--- config.mk ---
export PLATFORM = sky130hd
export DESIGN_NAME = fetch_stage
export DESIGN_NICKNAME = d
export VERILOG_FILES = /design/src/hdl/fetch_pkg.sv /design/src/hdl/fetch_addr_ctr.sv /design/src/hdl/fetch_req_fsm.sv /design/src/hdl/fetch_buffer.sv /design/src/hdl/fetch_stage.sv
export SDC_FILE = /design/constraint.sdc
export NUM_CORES = 1
export LEC_CHECK = 0
export BUFFER_PORTS_ARGS = -buffer_cell sky130_fd_sc_hd__clkbuf_2
export CAP_MARGIN = 25
export CELL_PAD_IN_SITES_DETAIL_PLACEMENT = 1
export CELL_PAD_IN_SITES_GLOBAL_PLACEMENT = 2
export CORE_ASPECT_RATIO = 1.4
export CORE_MARGIN = 1
export CORE_UTILIZATION = 35
export DETAILED_ROUTE_END_ITERATION = 16
export PLACE_DENSITY_LB_ADDON = 0.08
export SYNTH_ARGS = -nofsm -noshare
export SYNTH_HDL_FRONTEND = slang
export SYNTH_SLANG_ARGS = --single-unit
export TNS_END_PERCENT = 100
--- constraint.sdc ---
create_clock -name g_clk -period 5.6 [get_ports g_clk]
set_clock_uncertainty 0.1 [all_clocks]
set_input_delay 1.12 -clock g_clk [delete_from_list [all_inputs] [get_ports g_clk]]
set_output_delay 1.12 -clock g_clk [all_outputs]
set_load 0.05 [all_outputs]
--- src/hdl/fetch_pkg.sv ---
//----------------------------------------------------------------------
// Fetch stage package
// Widths, fetch FSM encoding and reset address shared by the
// instruction fetch stage and its testbench
//----------------------------------------------------------------------
package fetch_pkg;

    // ------------------------------------------------------------------
    // Widths
    // ------------------------------------------------------------------

    typedef logic [31:0] addr_t;   // Byte address, fetch and redirect
    typedef logic [31:0] word_t;   // Memory data word
    typedef logic [15:0] half_t;   // Buffer storage unit

    // Halfwords held in the fetch buffer, 0 to 7
    typedef logic [2:0]  depth_t;

    // ------------------------------------------------------------------
    // Request FSM
    // ------------------------------------------------------------------

    typedef enum logic [1:0] {
        FS_IDLE = 2'b00,           // Nothing outstanding
        FS_REQ  = 2'b01,           // Request up, waiting for grant
        FS_RSP  = 2'b10            // Granted, response arrives now
    } fetch_state_t;

    // Boot address of the core
    localparam addr_t PC_RESET_DEFAULT = 32'h8000_0000;

endpackage

--- src/hdl/fetch_addr_ctr.sv ---
//----------------------------------------------------------------------
// Fetch address counter
// Holds the word address of the next instruction memory read and
// moves it on redirects and granted requests
//----------------------------------------------------------------------
`timescale 1ns/10ps

module fetch_addr_ctr #(
    parameter fetch_pkg::addr_t PC_RESET = fetch_pkg::PC_RESET_DEFAULT // Boot address
) (
    input  logic             g_clk,      // Global clock
    input  logic             g_resetn,   // Synchronous reset, active low
    input  logic             cf_take,    // Redirect accepted this cycle
    input  fetch_pkg::addr_t cf_target,  // Redirect target, halfword aligned
    input  logic             req_fire,   // Request granted this cycle
    output fetch_pkg::addr_t fetch_addr  // Address presented to memory
);

    // ------------------------------------------------------------------
    // Next address
    // ------------------------------------------------------------------

    fetch_pkg::addr_t addr_q;    // Current fetch word
    fetch_pkg::addr_t addr_d;
    fetch_pkg::addr_t addr_seq;  // Sequential successor
    fetch_pkg::addr_t addr_tgt;  // Word holding the target

    assign addr_seq = addr_q + 32'd4;                 // One word on
    assign addr_tgt = {cf_target[31:2], 2'b00};       // Drop halfword offset

    always_comb begin
        addr_d = addr_q;                              // Hold until granted
        if (cf_take) begin
            // Redirect wins, even over a grant in the same cycle
            addr_d = addr_tgt;
        end else if (req_fire) begin
            addr_d = addr_seq;
        end
    end

    // ------------------------------------------------------------------
    // Address register
    // ------------------------------------------------------------------

    always_ff @(posedge g_clk) begin
        if (!g_resetn) begin
            addr_q <= PC_RESET;
        end else begin
            addr_q <= addr_d;
        end
    end

    // Memory sees the register directly
    assign fetch_addr = addr_q;

endmodule

--- src/hdl/fetch_req_fsm.sv ---
//----------------------------------------------------------------------
// Fetch request FSM
// Raises instruction memory requests, accepts redirects and steers
// each response into the fetch buffer or drops it
//----------------------------------------------------------------------
`timescale 1ns/10ps

module fetch_req_fsm #(
    parameter int BUF_DEPTH = 6      // Buffer size in halfwords
) (
    input  logic              g_clk,          // Global clock
    input  logic              g_resetn,       // Synchronous reset, active low
    input  logic              cf_req,         // Redirect request
    input  logic              cf_target_half, // Target bit 1
    input  logic              imem_gnt,       // Memory grant
    input  fetch_pkg::depth_t n_depth,        // Buffer depth after consumption
    output logic              imem_req,       // Memory request
    output logic              cf_ack,         // Redirect can be taken
    output logic              cf_take,        // Redirect taken
    output logic              req_fire,       // Request granted
    output logic              store_4byte,    // Keep whole response
    output logic              store_2byte     // Keep upper halfword only
);

    fetch_pkg::fetch_state_t state_q;
    fetch_pkg::fetch_state_t state_d;
    logic       drop_q;        // Next response is stale
    logic       drop_d;
    logic       misaligned_q;  // Next kept response starts at bit 16
    logic       misaligned_d;
    logic       rsp_keep;      // Response written this cycle
    logic [3:0] fill_sum;      // Depth including response in flight
    logic       want_req;

    // ------------------------------------------------------------------
    // Handshakes
    // ------------------------------------------------------------------

    assign imem_req = (state_q == fetch_pkg::FS_REQ);
    assign req_fire = imem_req && imem_gnt;
    assign cf_ack   = !imem_req || imem_gnt;      // Nothing pending or leaving now
    assign cf_take  = cf_req && cf_ack;

    // Response belongs to the old path when a redirect lands on it
    assign rsp_keep    = (state_q == fetch_pkg::FS_RSP) && !drop_q && !cf_take;
    assign store_4byte = rsp_keep && !misaligned_q;
    assign store_2byte = rsp_keep && misaligned_q;

    // Room for one more word, counting the response being written
    assign fill_sum = {1'b0, n_depth} + (rsp_keep ? 4'd2 : 4'd0);
    assign want_req = cf_take || (int'(fill_sum) < BUF_DEPTH - 1);

    // ------------------------------------------------------------------
    // Next state and flags
    // ------------------------------------------------------------------

    always_comb begin
        state_d = state_q;
        case (state_q)
            fetch_pkg::FS_IDLE: begin
                if (want_req) begin
                    state_d = fetch_pkg::FS_REQ;
                end
            end
            fetch_pkg::FS_REQ: begin
                if (imem_gnt) begin
                    state_d = fetch_pkg::FS_RSP;   // Data next cycle
                end
            end
            fetch_pkg::FS_RSP: begin
                state_d = want_req ? fetch_pkg::FS_REQ : fetch_pkg::FS_IDLE;
            end
            default: begin
                state_d = fetch_pkg::FS_IDLE;
            end
        endcase
    end

    always_comb begin
        drop_d = drop_q;
        if (cf_take && req_fire) begin
            drop_d = 1'b1;                         // Granted word is old path
        end else if (state_q == fetch_pkg::FS_RSP) begin
            drop_d = 1'b0;                         // Stale word gone
        end
        misaligned_d = misaligned_q;
        if (cf_take) begin
            misaligned_d = cf_target_half;
        end else if (store_2byte) begin
            misaligned_d = 1'b0;
        end
    end

    always_ff @(posedge g_clk) begin
        if (!g_resetn) begin
            state_q      <= fetch_pkg::FS_IDLE;
            drop_q       <= 1'b0;
            misaligned_q <= 1'b0;
        end else begin
            state_q      <= state_d;
            drop_q       <= drop_d;
            misaligned_q <= misaligned_d;
        end
    end

endmodule

--- src/hdl/fetch_buffer.sv ---
//----------------------------------------------------------------------
// Fetch buffer
// Halfword shift buffer with an error bit per entry; finds the length
// of the head instruction and presents it to decode
//----------------------------------------------------------------------
`timescale 1ns/10ps

module fetch_buffer #(
    parameter int BUF_DEPTH = 6      // Entries in halfwords, 4 to 7
) (
    input  logic              g_clk,        // Global clock
    input  logic              g_resetn,     // Synchronous reset, active low
    input  logic              flush,        // Empty the buffer
    input  logic              store_4byte,  // Append both halfwords
    input  logic              store_2byte,  // Append upper halfword
    input  fetch_pkg::word_t  wdata,        // Memory response data
    input  logic              werror,       // Memory response error
    input  logic              consume,      // Decode takes the head
    output fetch_pkg::depth_t n_depth,      // Depth after consumption
    output logic              instr_valid,  // Whole instruction present
    output fetch_pkg::word_t  instr_data,   // Head instruction
    output logic              instr_error   // Error on any used halfword
);

    fetch_pkg::half_t     buf_q [BUF_DEPTH];  // Entry 0 is the head
    fetch_pkg::half_t     buf_d [BUF_DEPTH];
    logic [BUF_DEPTH-1:0] err_q;
    logic [BUF_DEPTH-1:0] err_d;
    fetch_pkg::depth_t    depth_q;            // Valid entries
    fetch_pkg::depth_t    depth_d;
    fetch_pkg::depth_t    n_used;             // Halfwords leaving
    fetch_pkg::depth_t    n_new;              // Halfwords arriving
    fetch_pkg::half_t     wr_first;           // First halfword appended
    logic                 head_32;            // Head is a 32-bit encoding
    logic                 have_one;
    logic                 have_two;
    logic                 take;               // Head leaves this cycle
    logic                 wr_en;

    // ------------------------------------------------------------------
    // Head instruction
    // ------------------------------------------------------------------

    // Low bits 11 mark a full-size instruction
    assign head_32  = (buf_q[0][1:0] == 2'b11);
    assign have_one = (depth_q != 3'd0);
    assign have_two = (depth_q >= 3'd2);

    assign instr_valid = have_one && (!head_32 || have_two);

    // Compressed form gets a zero upper half
    assign instr_data  = head_32 ? {buf_q[1], buf_q[0]} : {16'h0000, buf_q[0]};
    assign instr_error = head_32 ? (err_q[1] | err_q[0]) : err_q[0];

    // ------------------------------------------------------------------
    // Depth bookkeeping
    // ------------------------------------------------------------------

    assign take = consume && instr_valid;       // Never eat a partial instr

    always_comb begin
        n_used = 3'd0;
        if (take) begin
            n_used = head_32 ? 3'd2 : 3'd1;
        end
        n_new = 3'd0;
        if (store_4byte) begin
            n_new = 3'd2;
        end else if (store_2byte) begin
            n_new = 3'd1;
        end
    end

    assign n_depth = depth_q - n_used;
    assign wr_en   = (store_4byte || store_2byte) && !flush;  // Flush wins

    // Misaligned response keeps only its upper half
    assign wr_first = store_2byte ? wdata[31:16] : wdata[15:0];

    assign depth_d = flush ? 3'd0 : (n_depth + n_new);

    // ------------------------------------------------------------------
    // Shift and append
    // ------------------------------------------------------------------

    always_comb begin
        int src;
        for (int i = 0; i < BUF_DEPTH; i++) begin
            // Move entries down past the consumed head
            src = i + int'(n_used);
            if (src >= BUF_DEPTH) begin
                src = BUF_DEPTH - 1;              // Beyond depth, don't care
            end
            buf_d[i] = buf_q[src];
            err_d[i] = err_q[src];

            // New data lands right behind what remains
            if (wr_en && (i == int'(n_depth))) begin
                buf_d[i] = wr_first;
                err_d[i] = werror;
            end
            if (wr_en && store_4byte && (i == int'(n_depth) + 1)) begin
                buf_d[i] = wdata[31:16];
                err_d[i] = werror;                 // Whole word shares the flag
            end
        end
    end

    // ------------------------------------------------------------------
    // Registers
    // ------------------------------------------------------------------

    // Halfword and error storage
    always_ff @(posedge g_clk) begin
        buf_q <= buf_d;
        err_q <= err_d;
    end

    always_ff @(posedge g_clk) begin
        if (!g_resetn) begin
            depth_q <= 3'd0;
        end else begin
            depth_q <= depth_d;
        end
    end

endmodule

--- src/hdl/fetch_stage.sv ---
//----------------------------------------------------------------------
// Instruction fetch stage
// Reads words from instruction memory, follows redirects and feeds
// decode one 16-bit or 32-bit instruction at a time
//----------------------------------------------------------------------
`timescale 1ns/10ps

module fetch_stage #(
    parameter fetch_pkg::addr_t PC_RESET  = fetch_pkg::PC_RESET_DEFAULT, // Boot address
    parameter int               BUF_DEPTH = 6                            // Buffer halfwords
) (
    input  logic             g_clk,        // Global clock
    input  logic             g_resetn,     // Synchronous reset, active low
    input  logic             cf_req,       // Control flow change
    input  fetch_pkg::addr_t cf_target,    // Change target
    output logic             cf_ack,       // Change accepted when high
    input  logic             flush,        // Drop buffered instructions
    output logic             imem_req,     // Memory read request
    output fetch_pkg::addr_t imem_addr,    // Word aligned read address
    input  logic             imem_gnt,     // Request accepted
    input  fetch_pkg::word_t imem_rdata,   // Read data, cycle after grant
    input  logic             imem_error,   // Read error, cycle after grant
    output logic             instr_valid,  // Decode may take instr_data
    output fetch_pkg::word_t instr_data,   // Next instruction
    output logic             instr_error,  // Fetch error on it
    input  logic             dec_busy      // Decode stall
);

    logic              cf_take;      // Redirect happening now
    logic              req_fire;     // Grant this cycle
    logic              store_4byte;
    logic              store_2byte;
    logic              consume;      // Decode takes the head
    fetch_pkg::depth_t n_depth;

    assign consume = instr_valid && !dec_busy;

    // ------------------------------------------------------------------
    // Submodules
    // ------------------------------------------------------------------

    fetch_addr_ctr #(
        .PC_RESET       (PC_RESET)
    ) i_fetch_addr_ctr (
        .g_clk          (g_clk),
        .g_resetn       (g_resetn),
        .cf_take        (cf_take),
        .cf_target      (cf_target),
        .req_fire       (req_fire),
        .fetch_addr     (imem_addr)
    );

    fetch_req_fsm #(
        .BUF_DEPTH      (BUF_DEPTH)
    ) i_fetch_req_fsm (
        .g_clk          (g_clk),
        .g_resetn       (g_resetn),
        .cf_req         (cf_req),
        .cf_target_half (cf_target[1]),   // Halfword offset of target
        .imem_gnt       (imem_gnt),
        .n_depth        (n_depth),
        .imem_req       (imem_req),
        .cf_ack         (cf_ack),
        .cf_take        (cf_take),
        .req_fire       (req_fire),
        .store_4byte    (store_4byte),
        .store_2byte    (store_2byte)
    );

    fetch_buffer #(
        .BUF_DEPTH      (BUF_DEPTH)
    ) i_fetch_buffer (
        .g_clk          (g_clk),
        .g_resetn       (g_resetn),
        .flush          (flush),
        .store_4byte    (store_4byte),
        .store_2byte    (store_2byte),
        .wdata          (imem_rdata),
        .werror         (imem_error),
        .consume        (consume),
        .n_depth        (n_depth),
        .instr_valid    (instr_valid),
        .instr_data     (instr_data),
        .instr_error    (instr_error)
    );

endmodule

==> flow_summary_export.csv <==
group,metric,value,unit
outcome,outcome,"completed",
sta,max_freq,0.235,GHz
floorplan,placementRows,72,
final_layout,syn2layout_area_growth,15.8,%
floorplan,start_util,35.8,%
final_layout,fill_cells,3309,
critical_path,timing.rr.start,"i_fetch_buffer.buf_q[81]$_DFF_P_",
sta,holdWs,0.430,ns
logic_synthesis,ys_ff_latch,139,
clocking,clk_pin_slew,0.06,ns
critical_path,crit_slowest_cell,"dfxtp_1",
power,switchingPower,1.47,mW
sta,period_share,75.9,%
detailed_routing,ant_nets,0,
sta,setup-tns-final,0,ns
power,p_clk_share,33.5,%
clocking,cts_tree,"done",
logic_synthesis,ys_types,74,
final_layout,nNetsFinal,1344,
clocking,ctsResizeCount,0,
place,port_buffers,135,
critical_path,cp-endpoint,"i_fetch_buffer.buf_q[7]$_DFFE_PP_",
detailed_routing,wl,40300,µm
logic_synthesis,yosys.area_share.simple,22.1,%
critical_path,path_class,"reg2reg",
power,ir_drop,0.000218,V
logic_synthesis,synth_enable_flop_cells,68,
clocking,clock-root-buffer,"clkbuf_16",
clocking,htree_levels,4,
detailed_routing,drtIter0Drc,803,
global_routing,grt_remaining_overflow,0,
floorplan,fp.dieH,202,µm
global_routing,antenna_found_initial,0,
final_layout,layout_commonest_cell,"clkbuf_2",
critical_path,crit_fanout,26,
sta,rsz0062_at_grt,"false",
global_routing,grt_pass1_vias,10200,
power,p_int,2.33,mW
detailed_routing,drtPass1Iterations,5,
global_routing,grt_max_degree,65,
clocking,clock_latency,0.45,ns
logic_synthesis,avgSynthCellArea,8.44,µm²
logic_synthesis,synth_top_family_by_area,"compound AO/OA/AOI/OAI gates",
detailed_routing,drc_errors,0,
clocking,cts_sinks,139,
final_layout,final_cell_mix,"135 x clkbuf_2, 117 x nand2_1, 94 x nand3_1",
sta,drv_slew,0,
logic_synthesis,ys_seq_area_share,34.8,%
critical_path,crit_path_start_kind,"flip-flop",
clocking,clk_path_buf_depth,2,
clocking,post_cts_buffers,0,
logic_synthesis,synthAdderAreaFrac,1.53,%
power,p_per_area,329,nW/µm²
floorplan,core-area,27800,µm²
critical_path,reg2reg_slack,1.35,ns
detailed_routing,wl_per_cell,24.5,µm
critical_path,reg2reg_depth,7,
detailed_routing,vias,10000,
final_layout,diodes,0,
critical_path,critPathCaptureType,"flip-flop",
logic_synthesis,synth_compound_area_share,24.9,%
critical_path,cp.required,5.67,ns
critical_path,slowest_delay,0.86,ns
sta,hold_viol_final,0,
sta,fin_crit,4.25,ns
critical_path,timing.rr.end,"i_fetch_buffer.buf_q[7]$_DFFE_PP_",
floorplan,dieArea,29100,µm²
sta,worst_pin_slew,1.02,ns
logic_synthesis,synth_area,9950,µm²
sta,slew_headroom,31.7,%
critical_path,arrival,4.32,ns
flow_run,cap_violations,0,
critical_path,critPathLaunch,"i_fetch_buffer.buf_q[81]$_DFF_P_",
logic_synthesis,yosys_warnings,0,
detailed_routing,via_per_inst,6.10,
final_layout,drive_gt1_share,21.5,%
logic_synthesis,syn_inst,1179,
power,swShare,38.6,%
floorplan,ios,139,
logic_synthesis,ys_async_sr_fraction,0,%
power,power_frac_comb,27.4,%
power,p_seq_share,39.0,%
place,gp_congestion,0.829,
critical_path,critical_path.cell_chain,"nand2_1 > nor3_1 > ha_2 > nand2b_1 > or3_1 > o2111ai_1 > a22oi_1",
logic_synthesis,muxShareOfSynthArea,7.50,%
floorplan,die_w,145,µm
clocking,hold_buffers,0,
global_routing,grt_pass1_wl,62400,µm
logic_synthesis,synthXorXnorAreaFrac,2.21,%
clocking,cts_buffers,17,
hold_path,min_path_type,"reg2reg",
place,dpl.hpwl,28600,µm
global_routing,grt_usage,28.6,%
logic_synthesis,yosys_most_used_dff,"dfxtp_1",
sta,setup_viol,0,
power,leakage,4.39,nW
-- cell type report --
class	count	area [µm²]	share of cell area (%)
Timing Repair Buffer	184	1070	9.27
Sequential cell	139	3460	30.0
Multi-Input combinational cell	900	5820	50.5
Clock buffer	18	429	3.72
Tap cell	370	463	4.02
Inverter	20	80.1	0.695
Clock inverter	14	201	1.75
-- cell families after synthesis --
group                    after synthesis
AND/OR/NAND/NOR                      431
AO/OA/AOI/OAI                        364
buffers and inverters                141
flip-flops                           139
multiplexers                          69
XOR/XNOR                              23
adder cells (fa/ha/maj)               11
other                                  1
-- synthesized netlist by cell type (3+ instances only) --
cell type | instances | area, µm²
o211ai_1 | 40 | 300
o2bb2ai_1 | 4 | 35.0
buf_6 | 8 | 90.1
or3_1 | 20 | 125
nand2b_1 | 23 | 144
xor2_1 | 17 | 149
and2_1 | 5 | 31.3
nand2_1 | 117 | 439
a22oi_1 | 16 | 120
a211o_1 | 13 | 114
a221oi_1 | 31 | 272
o22ai_1 | 18 | 113
ha_1 | 9 | 113
a311oi_1 | 3 | 26.3
buf_4 | 22 | 165
mux2_2 | 31 | 349
buf_1 | 4 | 15.0
xnor2_1 | 5 | 43.8
nor2_1 | 72 | 270
nand4_1 | 16 | 100
nor2b_1 | 5 | 31.3
a21oi_1 | 67 | 335
mux2i_1 | 36 | 360
nor3_2 | 5 | 50.1
o21ai_0 | 75 | 375
edfxtp_1 | 68 | 2040
a31oi_1 | 22 | 138
nor3_1 | 10 | 50.1
dfxtp_1 | 71 | 1420
inv_1 | 18 | 67.6
and3_1 | 38 | 238
nand3_1 | 94 | 470
clkbuf_1 | 74 | 278
o2111ai_1 | 13 | 114
nand4b_1 | 3 | 26.3
o211ai_2 | 9 | 113
a211oi_1 | 30 | 225
buf_2 | 13 | 65.1
nor3b_1 | 5 | 37.5
and4_1 | 3 | 26.3
-- critical path: cells and delay by family, from the launching register on --
kind	cells	cell delay, ns
AOI/OAI and AO/OA	2	0.71
and+or+nand+nor	4	1.72
adders and majority gates	1	0.57
DFF	1	0.86
-- worst min path at each step --
stage                                                 start                                           end  slack (ns)  depth (start not counted)
2_1_floorplan           i_fetch_req_fsm.drop_q$_SDFFE_PN0P_           i_fetch_req_fsm.drop_q$_SDFFE_PN0P_        0.38                          2
4_1_cts        i_fetch_addr_ctr.fetch_addr[30]$_SDFFE_PN0P_  i_fetch_addr_ctr.fetch_addr[30]$_SDFFE_PN0P_        0.43                          2
5_1_grt        i_fetch_addr_ctr.fetch_addr[30]$_SDFFE_PN0P_  i_fetch_addr_ctr.fetch_addr[30]$_SDFFE_PN0P_        0.48                          2
3_5_place_dp   i_fetch_addr_ctr.fetch_addr[30]$_SDFFE_PN0P_  i_fetch_addr_ctr.fetch_addr[30]$_SDFFE_PN0P_        0.42                          2
6_report       i_fetch_addr_ctr.fetch_addr[30]$_SDFFE_PN0P_  i_fetch_addr_ctr.fetch_addr[30]$_SDFFE_PN0P_        0.43                          2
3_3_place_gp            i_fetch_req_fsm.drop_q$_SDFFE_PN0P_           i_fetch_req_fsm.drop_q$_SDFFE_PN0P_        0.39                          2
-- flip-flops by register name, indices dropped and copies added (netlist names) --
signal and flops:
i_fetch_req_fsm.misaligned_q 1, i_fetch_buffer.err_q 6, i_fetch_req_fsm.state_q 2, i_fetch_buffer.depth_q 3, i_fetch_buffer.buf_q 96, i_fetch_addr_ctr.fetch_addr 30
i_fetch_req_fsm.drop_q 1
-- layer usage --
metal | up-vias | share of wire [%] | track usage (%) | routed length, µm
li1 | 4636 | - | - | -
met1 | 4982 | 44 | 37.8 | 17700
met2 | 373 | 48 | 46.7 | 19200
met3 | 38 | 6.9 | 6.09 | 2780
met4 | 0 | 1.3 | 7.52 | 533
met5 | - | 0 | 0 | 0
-- per-stage QoR --
| stage | std cells | setup WS (ns) | area (µm²) | utilization, % | power (mW) |
|---|---|---|---|---|---|
| after global placement | 1613 | 1.15 | 10900 | 39.2 | 2.52 |
| after floorplan | 1180 | 0.878 | 9960 | - | 2.27 |
| after detailed placement | 1613 | 1.10 | 10900 | 39.2 | 2.54 |
| after global routing | 1645 | 1.14 | 11500 | 41.4 | 3.95 |
| final | 1645 | 1.35 | 11500 | 41.4 | 3.80 |
| after CTS | 1645 | 1.38 | 11500 | 41.4 | 3.81 |
-- power groups by stage --
stage	clock, mW	sequential (mW)	combinational (mW)
global placement	0	1.50	1.02
floorplan	0	1.43	0.832
global route	1.33	1.51	1.12
detailed placement	0	1.50	1.04
CTS	1.29	1.48	1.04
finish	1.27	1.48	1.04
No activity file was read; power rests on OpenSTA's default activity.
